`src/page_format_pkg.sv`:
```
// page format package: page-table entry bits, TLB entry layout and unmapped attributes
package page_format_pkg;

  localparam int pte_width = 64;

  // attribute bits of a page-table entry
  localparam int pte_present = 0;
  localparam int pte_write = 1;
  localparam int pte_user = 2;
  localparam int pte_noexec = 3;

  // physical page field
  localparam int pte_ppn_lsb = 14;
  localparam int pte_ppn_msb = 43;

  // tlb entry is {ppn[29:0], valid, write, user, noexec}
  localparam int tlb_data_width = 34;
  localparam int tlb_attr_width = 4;

  // attributes while paging is off
  localparam logic [tlb_attr_width-1:0] bypass_attr_user = 4'b1110;
  localparam logic [tlb_attr_width-1:0] bypass_attr_sys = 4'b1100;

endpackage

```
`src/pager_cfg_pkg.sv`:
```
// pager config package: channel count, address widths, level layout and register tags
package pager_cfg_pkg;

  localparam int n_chan = 3;

  localparam int vaddr_width = 48;
  localparam int paddr_width = 44;
  localparam int page_bits = 14;

  // virtual page is vaddr[43:14]
  localparam int vpn_width = 30;
  localparam int ppn_width = 30;

  // bit 43 picks one of the two table bases
  localparam int table_sel_bit = 43;

  localparam int n_levels = 3;
  localparam int level_width = 2;

  // level 2 and 1 use 10 index bits, level 0 only 9
  localparam int index_width = 10;
  localparam int l0_index_width = 9;

  // one tag per channel, counting up from tag_base
  localparam int tag_width = 9;
  localparam int tag_base = 'h1fc;

  localparam int csr_no_width = 16;
  localparam logic [csr_no_width-1:0] csr_page0 = 16'h0c10;
  localparam logic [csr_no_width-1:0] csr_page1 = 16'h0c11;

endpackage

```
`src/bus_arbiter.sv`:
```
// memory-op bus arbiter: fixed priority grant, lowest channel wins, blocked by bus_hold
module bus_arbiter (
  input  logic                                                         bus_hold,
  input  logic [pager_cfg_pkg::n_chan-1:0]                             want,
  input  logic [pager_cfg_pkg::n_chan-1:0][pager_cfg_pkg::paddr_width-1:0] pte_addr,
  output logic [pager_cfg_pkg::n_chan-1:0]                             grant,
  output logic [pager_cfg_pkg::n_chan-1:0]                             req_bus,
  output logic                                                         mop_en,
  output logic [pager_cfg_pkg::paddr_width-1:0]                        mop_addr,
  output logic [pager_cfg_pkg::tag_width-1:0]                          mop_register
);

  always_comb begin
    logic found;
    int   tag_sum;

    found = 1'b0;
    tag_sum = 0;
    grant = '0;
    mop_addr = '0;
    mop_register = '0;
    for (int c = 0; c < pager_cfg_pkg::n_chan; c++) begin
      if (want[c] && !bus_hold && !found) begin
        found = 1'b1;
        grant[c] = 1'b1;
        mop_addr = pte_addr[c];
        tag_sum = pager_cfg_pkg::tag_base + c;
        mop_register = tag_sum[pager_cfg_pkg::tag_width-1:0];
      end
    end
  end

  // one-hot request toward the bus owner
  assign req_bus = grant;
  assign mop_en = |grant;

endmodule

```
`src/page_csr.sv`:
```
// page table control registers: two base pointers and the paging enable flag
module page_csr (
  input  logic                                      clk,
  input  logic                                      rst,
  input  logic                                      msrss_en,
  input  logic [pager_cfg_pkg::csr_no_width-1:0]    msrss_no,
  input  logic [page_format_pkg::pte_width-1:0]     msrss_data,
  output logic [pager_cfg_pkg::ppn_width-1:0]       base0,
  output logic [pager_cfg_pkg::ppn_width-1:0]       base1,
  output logic                                      paging_en
);

  logic wr_page0;
  logic wr_page1;

  assign wr_page0 = msrss_en && (msrss_no == pager_cfg_pkg::csr_page0);
  assign wr_page1 = msrss_en && (msrss_no == pager_cfg_pkg::csr_page1);

  always_ff @(posedge clk) begin
    if (rst) begin
      base0 <= '0;
      base1 <= '0;
      paging_en <= 1'b0;
    end else begin
      // only the table page is kept, offset bits dropped
      if (wr_page0) begin
        base0 <= msrss_data[pager_cfg_pkg::page_bits +: pager_cfg_pkg::ppn_width];
      end
      if (wr_page1) begin
        base1 <= msrss_data[pager_cfg_pkg::page_bits +: pager_cfg_pkg::ppn_width];
      end
      // sticky until reset
      if (wr_page0 || wr_page1) begin
        paging_en <= 1'b1;
      end
    end
  end

endmodule

```
`src/pager_top.sv`:
```
// page-table walker top: control registers, bus arbiter and one walk slice per channel
module pager_top (
  input  logic                                                           clk,
  input  logic                                                           rst,
  input  logic [pager_cfg_pkg::n_chan-1:0]                               new_en,
  input  logic [pager_cfg_pkg::n_chan-1:0][pager_cfg_pkg::vaddr_width-1:0] new_addr,
  output logic [pager_cfg_pkg::n_chan-1:0]                               new_can,
  input  logic                                                           msrss_en,
  input  logic [pager_cfg_pkg::csr_no_width-1:0]                         msrss_no,
  input  logic [page_format_pkg::pte_width-1:0]                          msrss_data,
  input  logic                                                           bus_hold,
  output logic [pager_cfg_pkg::n_chan-1:0]                               req_bus,
  output logic                                                           mop_en,
  output logic [pager_cfg_pkg::paddr_width-1:0]                          mop_addr,
  output logic [pager_cfg_pkg::tag_width-1:0]                            mop_register,
  input  logic                                                           fu_hit,
  input  logic [pager_cfg_pkg::tag_width-1:0]                            fu_reg,
  input  logic [page_format_pkg::pte_width-1:0]                          data_in,
  output logic [pager_cfg_pkg::n_chan-1:0]                               tlb_wen,
  output logic [pager_cfg_pkg::n_chan-1:0][pager_cfg_pkg::vpn_width-1:0] tlb_vpn,
  output logic [pager_cfg_pkg::n_chan-1:0][page_format_pkg::tlb_data_width-1:0] tlb_data
);

  logic [pager_cfg_pkg::ppn_width-1:0]                                base0;
  logic [pager_cfg_pkg::ppn_width-1:0]                                base1;
  logic                                                               paging_en;
  logic [pager_cfg_pkg::n_chan-1:0]                                   want;
  logic [pager_cfg_pkg::n_chan-1:0]                                   grant;
  logic [pager_cfg_pkg::n_chan-1:0][pager_cfg_pkg::paddr_width-1:0]   pte_addr;

  page_csr u_csr (
    .clk        (clk),
    .rst        (rst),
    .msrss_en   (msrss_en),
    .msrss_no   (msrss_no),
    .msrss_data (msrss_data),
    .base0      (base0),
    .base1      (base1),
    .paging_en  (paging_en)
  );

  bus_arbiter u_arb (
    .bus_hold     (bus_hold),
    .want         (want),
    .pte_addr     (pte_addr),
    .grant        (grant),
    .req_bus      (req_bus),
    .mop_en       (mop_en),
    .mop_addr     (mop_addr),
    .mop_register (mop_register)
  );

  for (genvar c = 0; c < pager_cfg_pkg::n_chan; c++) begin : g_chan
    logic                                      load;
    logic                                      step;
    logic                                      finish;
    logic                                      last;
    logic                                      present;
    logic [pager_cfg_pkg::index_width-1:0]     index;
    logic [pager_cfg_pkg::vaddr_width-1:0]     vaddr;

    walk_fsm #(.chan(c)) u_fsm (
      .clk       (clk),
      .rst       (rst),
      .new_en    (new_en[c]),
      .paging_en (paging_en),
      .grant     (grant[c]),
      .fu_hit    (fu_hit),
      .fu_reg    (fu_reg),
      .present   (present),
      .last      (last),
      .new_can   (new_can[c]),
      .want      (want[c]),
      .load      (load),
      .step      (step),
      .finish    (finish),
      .tlb_wen   (tlb_wen[c])
    );

    walk_level u_level (
      .clk   (clk),
      .rst   (rst),
      .load  (load),
      .step  (step),
      .vaddr (vaddr),
      .last  (last),
      .index (index)
    );

    walk_datapath u_dp (
      .clk       (clk),
      .rst       (rst),
      .load      (load),
      .step      (step),
      .finish    (finish),
      .new_addr  (new_addr[c]),
      .paging_en (paging_en),
      .base0     (base0),
      .base1     (base1),
      .index     (index),
      .data_in   (data_in),
      .vaddr     (vaddr),
      .present   (present),
      .pte_addr  (pte_addr[c]),
      .tlb_vpn   (tlb_vpn[c]),
      .tlb_data  (tlb_data[c])
    );
  end

endmodule

```
`src/walk_datapath.sv`:
```
// walk datapath: holds address, table pointer and result, forms entry address and tlb entry
module walk_datapath (
  input  logic                                          clk,
  input  logic                                          rst,
  input  logic                                          load,
  input  logic                                          step,
  input  logic                                          finish,
  input  logic [pager_cfg_pkg::vaddr_width-1:0]         new_addr,
  input  logic                                          paging_en,
  input  logic [pager_cfg_pkg::ppn_width-1:0]           base0,
  input  logic [pager_cfg_pkg::ppn_width-1:0]           base1,
  input  logic [pager_cfg_pkg::index_width-1:0]         index,
  input  logic [page_format_pkg::pte_width-1:0]         data_in,
  output logic [pager_cfg_pkg::vaddr_width-1:0]         vaddr,
  output logic                                          present,
  output logic [pager_cfg_pkg::paddr_width-1:0]         pte_addr,
  output logic [pager_cfg_pkg::vpn_width-1:0]           tlb_vpn,
  output logic [page_format_pkg::tlb_data_width-1:0]    tlb_data
);

  localparam int sel = pager_cfg_pkg::table_sel_bit;
  localparam int pg = pager_cfg_pkg::page_bits;

  logic [pager_cfg_pkg::ppn_width-1:0]          table_ppn;
  logic [pager_cfg_pkg::ppn_width-1:0]          res_ppn;
  logic [page_format_pkg::tlb_attr_width-1:0]   res_attr;
  logic [pager_cfg_pkg::ppn_width-1:0]          entry_ppn;
  logic [page_format_pkg::tlb_attr_width-1:0]   entry_attr;
  logic [page_format_pkg::tlb_attr_width-1:0]   bypass_attr;

  assign present = data_in[page_format_pkg::pte_present];
  assign entry_ppn = data_in[page_format_pkg::pte_ppn_msb:page_format_pkg::pte_ppn_lsb];
  assign entry_attr = {
    1'b1,
    data_in[page_format_pkg::pte_write],
    data_in[page_format_pkg::pte_user],
    data_in[page_format_pkg::pte_noexec]
  };

  // top 1 TiB of the unmapped space is supervisor only
  assign bypass_attr = (&new_addr[sel -: 4]) ? page_format_pkg::bypass_attr_sys :
                                               page_format_pkg::bypass_attr_user;

  always_ff @(posedge clk) begin
    if (load) begin
      vaddr <= new_addr;
      table_ppn <= new_addr[sel] ? base1 : base0;
    end else if (step) begin
      table_ppn <= entry_ppn;
    end
  end

  // result page, identity mapped when paging is off
  always_ff @(posedge clk) begin
    if (load && !paging_en) begin
      res_ppn <= new_addr[pg +: pager_cfg_pkg::ppn_width];
    end else if (finish) begin
      res_ppn <= present ? entry_ppn : '0;
    end
  end

  always_ff @(posedge clk) begin
    if (rst) begin
      res_attr <= '0;
    end else if (load && !paging_en) begin
      res_attr <= bypass_attr;
    end else if (finish) begin
      res_attr <= present ? entry_attr : '0;
    end
  end

  // tables sit in the lower half of their page
  assign pte_addr = {table_ppn, 1'b0, index, 3'b000};

  assign tlb_vpn = vaddr[pg +: pager_cfg_pkg::vpn_width];
  assign tlb_data = {res_ppn, res_attr};

endmodule

```
`src/walk_fsm.sv`:
```
// walk state machine: accepts an address, issues one bus op per level, strobes the tlb write
module walk_fsm #(
  parameter int chan = 0
) (
  input  logic                                 clk,
  input  logic                                 rst,
  input  logic                                 new_en,
  input  logic                                 paging_en,
  input  logic                                 grant,
  input  logic                                 fu_hit,
  input  logic [pager_cfg_pkg::tag_width-1:0]  fu_reg,
  input  logic                                 present,
  input  logic                                 last,
  output logic                                 new_can,
  output logic                                 want,
  output logic                                 load,
  output logic                                 step,
  output logic                                 finish,
  output logic                                 tlb_wen
);

  localparam int own_tag_int = pager_cfg_pkg::tag_base + chan;
  localparam logic [pager_cfg_pkg::tag_width-1:0] own_tag =
    own_tag_int[pager_cfg_pkg::tag_width-1:0];

  typedef enum logic [2:0] {
    st_idle,
    st_request,
    st_wait,
    st_write,
    st_recover
  } state_t;

  state_t state;
  state_t state_nxt;
  logic   resp;

  // tag is only checked while an op is outstanding
  assign resp = (state == st_wait) && fu_hit && (fu_reg == own_tag);

  assign new_can = (state == st_idle);
  assign load = new_can && new_en;
  assign want = (state == st_request);
  assign step = resp && present && !last;
  assign finish = resp && (!present || last);
  assign tlb_wen = (state == st_write);

  always_comb begin
    state_nxt = state;
    case (state)
      st_idle: begin
        if (new_en) begin
          state_nxt = paging_en ? st_request : st_write;
        end
      end
      st_request: begin
        if (grant) begin
          state_nxt = st_wait;
        end
      end
      st_wait: begin
        if (step) begin
          state_nxt = st_recover;
        end else if (finish) begin
          state_nxt = st_write;
        end
      end
      // table pointer and level settle before the next op
      st_recover: state_nxt = st_request;
      st_write: state_nxt = st_idle;
      default: state_nxt = st_idle;
    endcase
  end

  always_ff @(posedge clk) begin
    if (rst) begin
      state <= st_idle;
    end else begin
      state <= state_nxt;
    end
  end

endmodule

```
`src/walk_level.sv`:
```
// walk level counter: tracks the table level and picks that level's index field
module walk_level (
  input  logic                                    clk,
  input  logic                                    rst,
  input  logic                                    load,
  input  logic                                    step,
  input  logic [pager_cfg_pkg::vaddr_width-1:0]   vaddr,
  output logic                                    last,
  output logic [pager_cfg_pkg::index_width-1:0]   index
);

  localparam int l0_lsb = pager_cfg_pkg::page_bits;
  localparam int l1_lsb = l0_lsb + pager_cfg_pkg::l0_index_width;
  localparam int l2_lsb = l1_lsb + pager_cfg_pkg::index_width;

  logic [pager_cfg_pkg::level_width-1:0] level;

  always_ff @(posedge clk) begin
    if (rst) begin
      level <= '0;
    end else if (load) begin
      level <= pager_cfg_pkg::level_width'(pager_cfg_pkg::n_levels - 1);
    end else if (step) begin
      level <= level - 1'b1;
    end
  end

  assign last = (level == '0);

  always_comb begin
    case (level)
      2'd2: index = vaddr[l2_lsb +: pager_cfg_pkg::index_width];
      2'd1: index = vaddr[l1_lsb +: pager_cfg_pkg::index_width];
      // level 0 field is one bit short
      default: index = {1'b0, vaddr[l0_lsb +: pager_cfg_pkg::l0_index_width]};
    endcase
  end

endmodule
```
`config.mk`:
```
export PLATFORM = sky130hd
export DESIGN_NAME = pager_top
export DESIGN_NICKNAME = d
export VERILOG_FILES = /design/src/page_format_pkg.sv /design/src/pager_cfg_pkg.sv /design/src/bus_arbiter.sv /design/src/page_csr.sv /design/src/pager_top.sv /design/src/walk_datapath.sv /design/src/walk_fsm.sv /design/src/walk_level.sv
export SDC_FILE = /design/constraint.sdc
export NUM_CORES = 1
export LEC_CHECK = 0
export BUFFER_PORTS_ARGS = -buffer_cell sky130_fd_sc_hd__buf_4
export CAP_MARGIN = 20
export CORE_AREA = 10 10 211 213
export DETAILED_ROUTE_END_ITERATION = 8
export DIE_AREA = 0 0 221 223
export MAX_ROUTING_LAYER = met4
export PLACE_DENSITY = 0.77
export SETUP_SLACK_MARGIN = 0.4
export SLEW_MARGIN = 20
export SYNTH_ARGS = -nofsm -noshare
export SYNTH_HDL_FRONTEND = slang
export SYNTH_SLANG_ARGS = --single-unit
export TNS_END_PERCENT = 30
```
`constraint.sdc`:
```
create_clock -name clk -period 9.86 [get_ports clk]
set_input_delay 0 -clock clk [delete_from_list [all_inputs] [get_ports clk]]
set_output_delay 0 -clock clk [all_outputs]
set_load 0.02 [all_outputs]
```
Word level (Yosys, flattened, before mapping)
Cells that the tools add are included.
- logic and storage cells: 182
- output and inout bits: 255
- input port bits: 305
- register bits after elaboration: 400
- mux-type cells: 61
- equal/unequal tests: 32
- reduce and logical (&&, ||, !) cells: 62
- $add $sub $neg: 3
- operators by type and width (operator ; count):
    $mux 30 ; 16
    $mux 44 ; 3
    $pmux 10 s2 ; 3
    $mux 3 ; 12
    $pmux 3 s4 ; 3
    $eq 16x12->1 const B ; 2
    $logic_and 1x1->1 ; 28
    $mux 4 ; 7
    $eq 9x9->1 const B ; 3
    $mux 9 ; 3
    $mux 2 ; 10
    $eq 3x2->1 const B ; 6
    $reduce_and 4->1 ; 3
    $reduce_bool 2->1 ; 6
    $eq 3x1->1 const B ; 3
    $eq 3x3->1 const B ; 3
    $logic_not 3->1 ; 3
    $ne 3x3->1 const B ; 3
    $reduce_and 3->1 ; 3
    $logic_not 1->1 ; 8
    $eq 2x1->1 const B ; 3
    $eq 2x2->1 const B ; 3
    $logic_not 2->1 ; 3
    $ne 2x1->1 const B ; 3
    6 further kinds ; 18

Depth between registers and ports, before layout
Gate-level depths: netlist of the first run.
- word-level depth: 11
- depth in mapped cells: 8
- mapped depth without buffers: 6

By module
A second synthesis of the first run with hierarchy kept.
- cells, all modules: 1822
- area, all modules: 19842.8 sq um
- by module, submodules not included (module ; area each (sq um) ; times used ; cells an instance ; sequential area each (sq um)):
    walk_datapath ; 4860.9 ; 3 ; 379 ; 3323.2
    page_csr ; 2487.4 ; 1 ; 283 ; 1221.2
    bus_arbiter ; 1011.0 ; 1 ; 168 ; 0.0
    walk_level ; 335.3 ; 3 ; 46 ; 40.0
    walk_fsm at g_chan[1].u_fsm ... ; 242.7 ; 2 ; 32 ; 60.1
    walk_fsm at g_chan[0].u_fsm ; 270.3 ; 1 ; 32 ; 60.1

Worst setup path before layout of the first run
OpenSTA, ideal clock, no wires.
- kind: flip-flop to flip-flop
- start: register g_chan[2].u_fsm.state[0]
- end: register g_chan[2].u_dp.res_ppn[0] in the netlist's numbering, enable pin
- setup time: 0.459 ns
- data arrival time: 3.640 ns
- cell stages (with the launch flop): 6
- required time: 9.401 ns
- buffers on the path: 3
- setup slack: 5.761 ns
- period minus slack after synthesis: 4.099 ns
- cells stage by stage: dfxtp_1 clkbuf_2 or4b_2 clkbuf_1 clkbuf_1 o21ai_0
- word-level cells in the longest chain between the ends: 5
- elaborated cells on any way between the ends: 8
- classes of those cells: eq/ne (1); reduce/logical (7)
- RTL lines (item ; RTL line ; RTL):
    from (decl) ; walk_fsm.sv:34 ; state_t state;
    from (signal assigned) ; walk_fsm.sv:77 ; state <= st_idle;
    from (signal assigned) ; walk_fsm.sv:79 ; state <= state_nxt;
    $eq 3x2->1 ; walk_fsm.sv:39 ; assign resp = (state == st_wait) && fu_hit && (fu_reg == own_tag);
    $logic_and 1x1->1 (2 in series) ; walk_fsm.sv:39 ;
    $logic_and 1x1->1 ; walk_fsm.sv:45 ; assign finish = resp && (!present || last);
    $reduce_bool 2->1 (no line) (*) ; -- ;
    to (signal assigned) ; walk_datapath.sv:56 ; res_ppn <= new_addr[pg +: pager_cfg_pkg::ppn_width];
    to (signal assigned) ; walk_datapath.sv:58 ; res_ppn <= present ? entry_ppn : '0;
    to (decl) ; walk_datapath.sv:25 ; logic [pager_cfg_pkg::ppn_width-1:0] res_ppn;
Every way passes the cells marked *; elsewhere a longest branch is shown, timed or not.
A chain may end at the register's enable or synchronous reset.

Worst setup path after layout of the first run
- start: register g_chan[0].u_fsm.state[1]
- end: output port mop_addr[43] in the netlist's numbering
- word-level cells in the longest chain between the ends: 9
- elaborated cells on any way between the ends: 11
- classes of those cells: eq/ne (1); mux (5); reduce/logical (5)
- RTL lines (item ; RTL line ; RTL):
    from (decl) ; walk_fsm.sv:34 ;
    from (signal assigned) ; walk_fsm.sv:77 ;
    from (signal assigned) ; walk_fsm.sv:79 ;
    $eq 3x1->1 (*) ; walk_fsm.sv:43 ; assign want = (state == st_request);
    $logic_and 1x1->1 (*) ; bus_arbiter.sv:23 ; if (want[c] && !bus_hold && !found) begin
    $mux 1 ; bus_arbiter.sv:23 ;
    $logic_not 1->1 ; bus_arbiter.sv:23 ;
    $logic_and 1x1->1 ; bus_arbiter.sv:23 ;
    $mux 1 ; bus_arbiter.sv:23 ;
    $logic_not 1->1 ; bus_arbiter.sv:23 ;
    $logic_and 1x1->1 ; bus_arbiter.sv:23 ;
    $mux 44 (*) ; bus_arbiter.sv:23 ;
    to (decl) ; pager_top.sv:14 ; output logic [pager_cfg_pkg::paddr_width-1:0] mop_addr,
Marked as above.

==> results.toml, run 1 <==
[critical_path]
path_class = "flip-flop to output port"
critical_path.top_delay_family = "buffers and inverters"
crit_path_dat_ps = 3320
number_of_buffer_and_inverter_stages_on_the_critical_path = 4
critPathMostFrequentCell = "sky130_fd_sc_hd__buf_4"
critPathMaxStageDelay_ps = 670
worst_ep_required_time_ps = 9860
start_kind = "flip-flop"
cpMaxStageDelayCell = "sky130_fd_sc_hd__buf_4"
critical_path.cell_chain = "nor4b_2 > buf_4 > nor3b_4 > buf_4 > a222oi_1 > inv_1 > buf_4"
crit_path_end_kind = "output port"
timing.critical_path.fanout_max = 46

[grt]
first_global_vias = 15000
grt_max_degree = 99
globalRoute.totalOverflow = 0
grtUsageTotal_pct = 26.8
grt_pass1_wl_um = 98600
antenna_violations_before_repair = 5

[synthesis]
asyncSetResetFlopFracSynth_pct = 0
synth_area_in_adders_pct = 0.738
synth.mux.area_fraction_pct = 5.42
synth_top_cells_by_count = "sky130_fd_sc_hd__o21ai_0 (281), sky130_fd_sc_hd__edfxtp_1 (270), sky130_fd_sc_hd__nand2_1 (215)"
synthCells = 1546
yosys.area.top_type = "sky130_fd_sc_hd__edfxtp_1"
yosys.area_share.simple_pct = 13.2
synthesis.yosys.warnings = 0
synth.top_cell.area_share_pct = 48.8
yosysUniqueCellTypes = 66
synthMostInstantiatedCell = "sky130_fd_sc_hd__o21ai_0"
synth_edf_count = 270
avgSynthCellArea_um2 = 10.8
synth_xor_area_share_pct = 0
ys_seq_elements = 358
synth-compound-area-share_pct = 16.1
area_contributors_post_synth = "sky130_fd_sc_hd__edfxtp_1 (49%), sky130_fd_sc_hd__dfxtp_1 (11%), sky130_fd_sc_hd__o21ai_0 (8.5%)"
synth_ff_type = "sky130_fd_sc_hd__edfxtp_1"
synthesis.area_mm2 = 0.0166
ys_seq_area_share_pct = 59.4
dominant_combinational_cell_family_by_area_after_synthesis = "compound AO/OA/AOI/OAI gates"

[clocking]
ctsHtreeMaxLevel = 2
clk-insertion-delay-late_ps = 530
cts_made_buffers = 38
maximum_count_of_clock_buffers_along_a_single_path = 3
cts_sinks = 358
clock-root-buffer = "sky130_fd_sc_hd__clkbuf_16"
clkSlewWorstSetupHoldPaths_ps = 60
cts_tree = "built"

[floorplanning]
number_of_placement_rows = 74
die-area_mm2 = 0.0493
core_area_mm2 = 0.0404
die_width_um = 221
die_y_um = 223
start_util_pct = 41.2
io_pins = 560

[run_status]
outcome = "complete, no violations"

[pwr]
power_mw = 4.65
power_density_mw_per_mm2 = 201
power.ir.vdd_worst_mv = 0.118
leakagePower_nw = 9.27

[timing]
post-route-period-util_pct = 33.6
rsz0062_at_grt = "false"
timing_worst_slew_pin_value_ps = 1070
finClkSkew_ps = 20.8
fin_tns_setup_ps = 0
max_freq_ghz = 0.302
number_of_failing_setup_endpoints_in_the_final_timing_report = 0
max-slew-margin-rel_pct = 28.8
post-route-min-period_ps = 3320
final_hold_viol_count = 0
final_count_of_pins_violating_max_slew = 0

[placement]
port-buffer-count = 437
hpwlAfterDp_um = 47400
routabilityCongestion = 0.925

[drt]
drt-pass1-iter-count = 7
drtIter0Drc = 2224
drt-total-wl_um = 68000
remaining_drc_errors = 0
vias_per_cell = 5.77
ant_nets = 0
num_vias = 15200
routed_length_per_instance_um = 25.8

[final_layout]
num-nets-final = 2382
final_core_utilization_pct = 57.3
flow.area_growth_from_synthesis_pct = 39.1
drive_above_1_share_pct = 25.9

[worst_hold_path]
hold_path_class = "primary input to flip-flop"

[job]
cap_violations = 0
-- power breakdown --
group	total (mW)	switching [mW]	internal (mW)
registers	1.99	0.107	1.88
clock network	1.47	0.611	0.862
logic	1.19	0.764	0.426
total	4.65	1.48	3.17
-- worst paths after layout --
path                            slack, ps  cells past startpoint                    endpoint                       start
worst max-delay path                 6540                      7                mop_addr[43]    g_chan[0].u_fsm.state[1]
worst min-delay path                   30                      4    g_chan[2].u_fsm.state[2]                   fu_reg[1]
worst max register to register       6950                      6    g_chan[2].u_fsm.state[0]    g_chan[0].u_fsm.state[1]
worst min register to register        490                      2  g_chan[2].u_dp.res_attr[0]  g_chan[2].u_dp.res_attr[0]
-- registers in the layout, summed over array words and instances, names as in the netlist --
name,flops
g_chan.u_dp.res_ppn,90
g_chan.u_dp.table_ppn,90
g_chan.u_dp.vaddr,90
u_csr.base0,30
u_csr.base1,30
g_chan.u_dp.res_attr,12
g_chan.u_fsm.state,9
g_chan.u_level.level,6
u_csr.paging_en,1
-- routing by layer --
layer	wire, um	part of all wire (%)	vias to the layer above	track usage, %
li1	-	-	6685	-
met4	2870	4.2	0	10.9
met1	25500	38	7332	31.6
met3	6220	9.1	165	5.27
met5	0	0	-	-
met2	33400	49	995	44.5
-- worst reg2reg max path: cells and delay by family, from the launching register on --
kind	cells	cell delay, ps
compound gates	2	610
flops	1	460
buf+inv	2	1260
simple gates	2	470
-- timing repair --
action | CTS | global route
gates resized for setup | 0 | 0
setup buffers | 0 | 0
hold endpoints to repair | 343 | 0
hold buffers | 168 | 0
-- cell type report --
type                    instances  area [um^2]
clock buffers                  43         1030
fillers                      3265        17300
repair buffers                625         5150
well taps                     532          666
multi-input cells            1001         5980
flip-flops and latches        358         9870
clock inverters                26          244
diodes                          3         7.51
inverters                      44          165
-- through the flow --
step	instances	instance area, um^2	hold WS, ps	worst slack [ps]
after detailed placement	2390	20100	189	6950
after global placement	2390	20100	189	7020
after floorplan	1549	16600	98.9	5760
final	2632	23100	27.7	6540
after CTS	2627	23100	1.93	6570
after global routing	2631	23100	38.7	6450
-- cells in the final DEF (no fill, tap or decap), types with 4 or more instances in the layout --
cell type,n
sky130_fd_sc_hd__buf_4,455
sky130_fd_sc_hd__o21ai_0,278
sky130_fd_sc_hd__edfxtp_1,270
sky130_fd_sc_hd__nand2_1,215
sky130_fd_sc_hd__dlygate4sd3_1,168
sky130_fd_sc_hd__mux2i_1,90
sky130_fd_sc_hd__dfxtp_1,88
sky130_fd_sc_hd__nor2b_1,62
sky130_fd_sc_hd__inv_1,44
sky130_fd_sc_hd__nor2_1,44
sky130_fd_sc_hd__a21oi_1,43
sky130_fd_sc_hd__clkbuf_16,41
sky130_fd_sc_hd__nand2b_1,34
sky130_fd_sc_hd__a222oi_1,30
sky130_fd_sc_hd__o211ai_1,28
sky130_fd_sc_hd__a22oi_1,28
sky130_fd_sc_hd__nor3_1,17
sky130_fd_sc_hd__a211oi_1,15
sky130_fd_sc_hd__nand3_1,14
sky130_fd_sc_hd__clkinv_2,10
sky130_fd_sc_hd__nand4_1,9
sky130_fd_sc_hd__ha_1,9
sky130_fd_sc_hd__nor4_1,7
sky130_fd_sc_hd__and4_1,6
sky130_fd_sc_hd__or3_1,5
sky130_fd_sc_hd__clkinv_1,5
sky130_fd_sc_hd__clkinvlp_4,5
sky130_fd_sc_hd__conb_1,4
sky130_fd_sc_hd__bufinv_16,4
-- kinds of logic after synthesis --
group                      count (synthesis)
other                                      1
DFF                                      358
adders and majority gates                 10
and+or+nand+nor                          445
buffers and inverters                    190
muxes                                     90
AOI/OAI and AO/OA                        452
Power figures use the tool's default switching activity.
==> run 2, diff against run 1 <==
clock period = 3.1 ns   (was 9.86 ns; I/O delays follow)
==> run 2 against run 1 <==
Effect of this change: sequential share of layout area fell by 0.33 points; first-iteration DRC count fell by 12%; utilization rose by 0.49 points; count of clock-buffer cells in the layout rose by 12; worst setup slack got worse by 6100 ps; hold slack worse by 3.0 ps; sequential power increased to 3.2 times the previous value; clock power rose to 3.3 times the previous value; via count fell by 0.44%; flip-flop and latch count is the same.
==> results.toml, run 2 (synthesis gave the netlist of run 1 again) <==
[run_status]
outcome = "complete, no violations"

[critical_path]
cp.depth = 6
path_class = "flip-flop to output port"
critical_path.top_delay_family = "simple AND/OR/NAND/NOR gates"
crit_path_end_kind = "output port"
crit_path_dat_ps = 2610
reg2reg_depth = 5
worst_ep_required_time_ps = 3100
critical_path.cell_chain = "or3b_2 > nor4_4 > buf_4 > o211ai_1 > nand3_1 > buf_4"
setup.reg_to_reg.worst_slack_ps = 610
timing.critical_path.fanout_max = 12
start_kind = "flip-flop"
cpMaxStageDelayCell = "sky130_fd_sc_hd__or3b_2"
critPathMaxStageDelay_ps = 590
critPathMostFrequentCell = "sky130_fd_sc_hd__buf_4"
number_of_buffer_and_inverter_stages_on_the_critical_path = 2

[placement]
routabilityCongestion = 0.941
port-buffer-count = 437
detailed_place.area_mm2 = 0.0204
hpwlAfterDp_um = 48700

[clocking]
clkSlewWorstSetupHoldPaths_ps = 70
maximum_count_of_clock_buffers_along_a_single_path = 3
clk-insertion-delay-late_ps = 530
clock-root-buffer = "sky130_fd_sc_hd__clkbuf_16"
ctsHtreeMaxLevel = 2
cts_sinks = 358
cts_tree = "built"
cts_made_buffers = 38

[timing]
number_of_failing_setup_endpoints_in_the_final_timing_report = 0
final_count_of_pins_violating_max_slew = 0
rsz0062_at_grt = "true"
final_hold_viol_count = 0
max-slew-margin-rel_pct = 44.2
post-route-period-util_pct = 84.2
timing_worst_slew_pin_value_ps = 837
worst_hold_slack_ps = 24.7
finClkSkew_ps = 11.0
fin_tns_setup_ps = 0
max_freq_ghz = 0.383
post-route-min-period_ps = 2610

[floorplanning]
core_area_mm2 = 0.0404
io_pins = 560
die_width_um = 221
die_y_um = 223
start_util_pct = 41.2
number_of_placement_rows = 74
die-area_mm2 = 0.0493

[grt]
grt_pass1_wl_um = 100000
grtUsageTotal_pct = 27.4
grt_max_degree = 93
globalRoute.totalOverflow = 0
first_global_vias = 15200
antenna_violations_before_repair = 5

[job]
cap_violations = 0

[worst_hold_path]
hold_path_class = "primary input to flip-flop"
min_delay_path_depth = 4

[final_layout]
flow.area_growth_from_synthesis_pct = 40.3
seq_cell_area_mm2 = 0.00988
multi_input_area_mm2 = 0.00599
final.fill_count = 3270
most_used_cells_in_the_layout_excluding_fill_and_tap_cells = "sky130_fd_sc_hd__buf_4 (468), sky130_fd_sc_hd__o21ai_0 (278), sky130_fd_sc_hd__edfxtp_1 (270), sky130_fd_sc_hd__nand2_1 (215), sky130_fd_sc_hd__dlygate4sd3_1 (156)"
postLayoutCellArea_mm2 = 0.0233
final_core_utilization_pct = 57.8
drive_above_1_share_pct = 26.8
num-nets-final = 2393
most_common_cell_after_layout_fill_and_taps_aside = "sky130_fd_sc_hd__buf_4"
top_flop_regs = "g_chan.u_dp.res_ppn x90, g_chan.u_dp.table_ppn x90, g_chan.u_dp.vaddr x90"

[drt]
drt-total-wl_um = 69100
drtIter0Drc = 1967
ant_nets = 0
vias_per_cell = 5.72
routed_length_per_instance_um = 26.1
num_vias = 15100
remaining_drc_errors = 0
drt-pass1-iter-count = 7

[pwr]
power_density_mw_per_mm2 = 644
power.ir.vdd_worst_mv = 0.404
leakagePower_nw = 9.38
-- run 2: per-stage QoR --
stage | total power, mW | worst slack, ps | cells
after floorplan | 8.25 | 284 | 1549
after global routing | 15.5 | 395 | 2643
after global placement | 9.97 | 539 | 2408
after detailed placement | 10.1 | 538 | 2409
final | 15.0 | 489 | 2643
after CTS | 15.0 | 389 | 2639
-- run 2: worst paths after layout --
check / from / endpoint
worst min register to register: g_chan[0].u_dp.res_attr[1] / g_chan[0].u_dp.res_attr[1]
worst max-delay path: g_chan[2].u_fsm.state[0] / mop_addr[8]
worst max register to register: g_chan[2].u_fsm.state[1] / g_chan[2].u_dp.res_ppn[4]
worst min-delay path: fu_reg[1] / g_chan[2].u_fsm.state[2]
-- run 2: area by class of cell --
cell class | instances | area share [%]
tap | 532 | 2.85
clock inverter | 15 | 0.853
antenna | 2 | 0.0215
inverter | 44 | 0.708
sequential | 358 | 42.4
multi-input combinational | 1001 | 25.7
timing repair buffer | 636 | 22.7
clock buffer | 55 | 4.75
-- run 2: layer usage --
metal	share of wire, %	track usage [%]	vias to the layer above
met3	9.6	5.70	172
met1	38	32.9	7246
met2	48	44.0	996
met4	4.9	12.3	0
li1	-	-	6696
met5	0	-	-
-- run 2: report_power, final --
group	total (mW)	internal (mW)	leakage [nW]	switching, mW
clock network	4.82	2.91	0.642	1.92
logic	3.86	1.40	5.45	2.46
registers	6.34	5.98	3.29	0.357
-- run 2: worst min-delay path, delay by kind of cell --
family | cells | cell delay, ps
and+or+nand+nor | 3 | 390
buffers and inverters | 1 | 120
-- run 2: what timing repair did --
item                       CTS  global route
buffers inserted             2             2
hold buffers               156             0
hold endpoints to repair   343             0
gates cloned                 2             0
setup endpoints to repair   35             9
pin swaps                    2             2
resized for setup            6             4
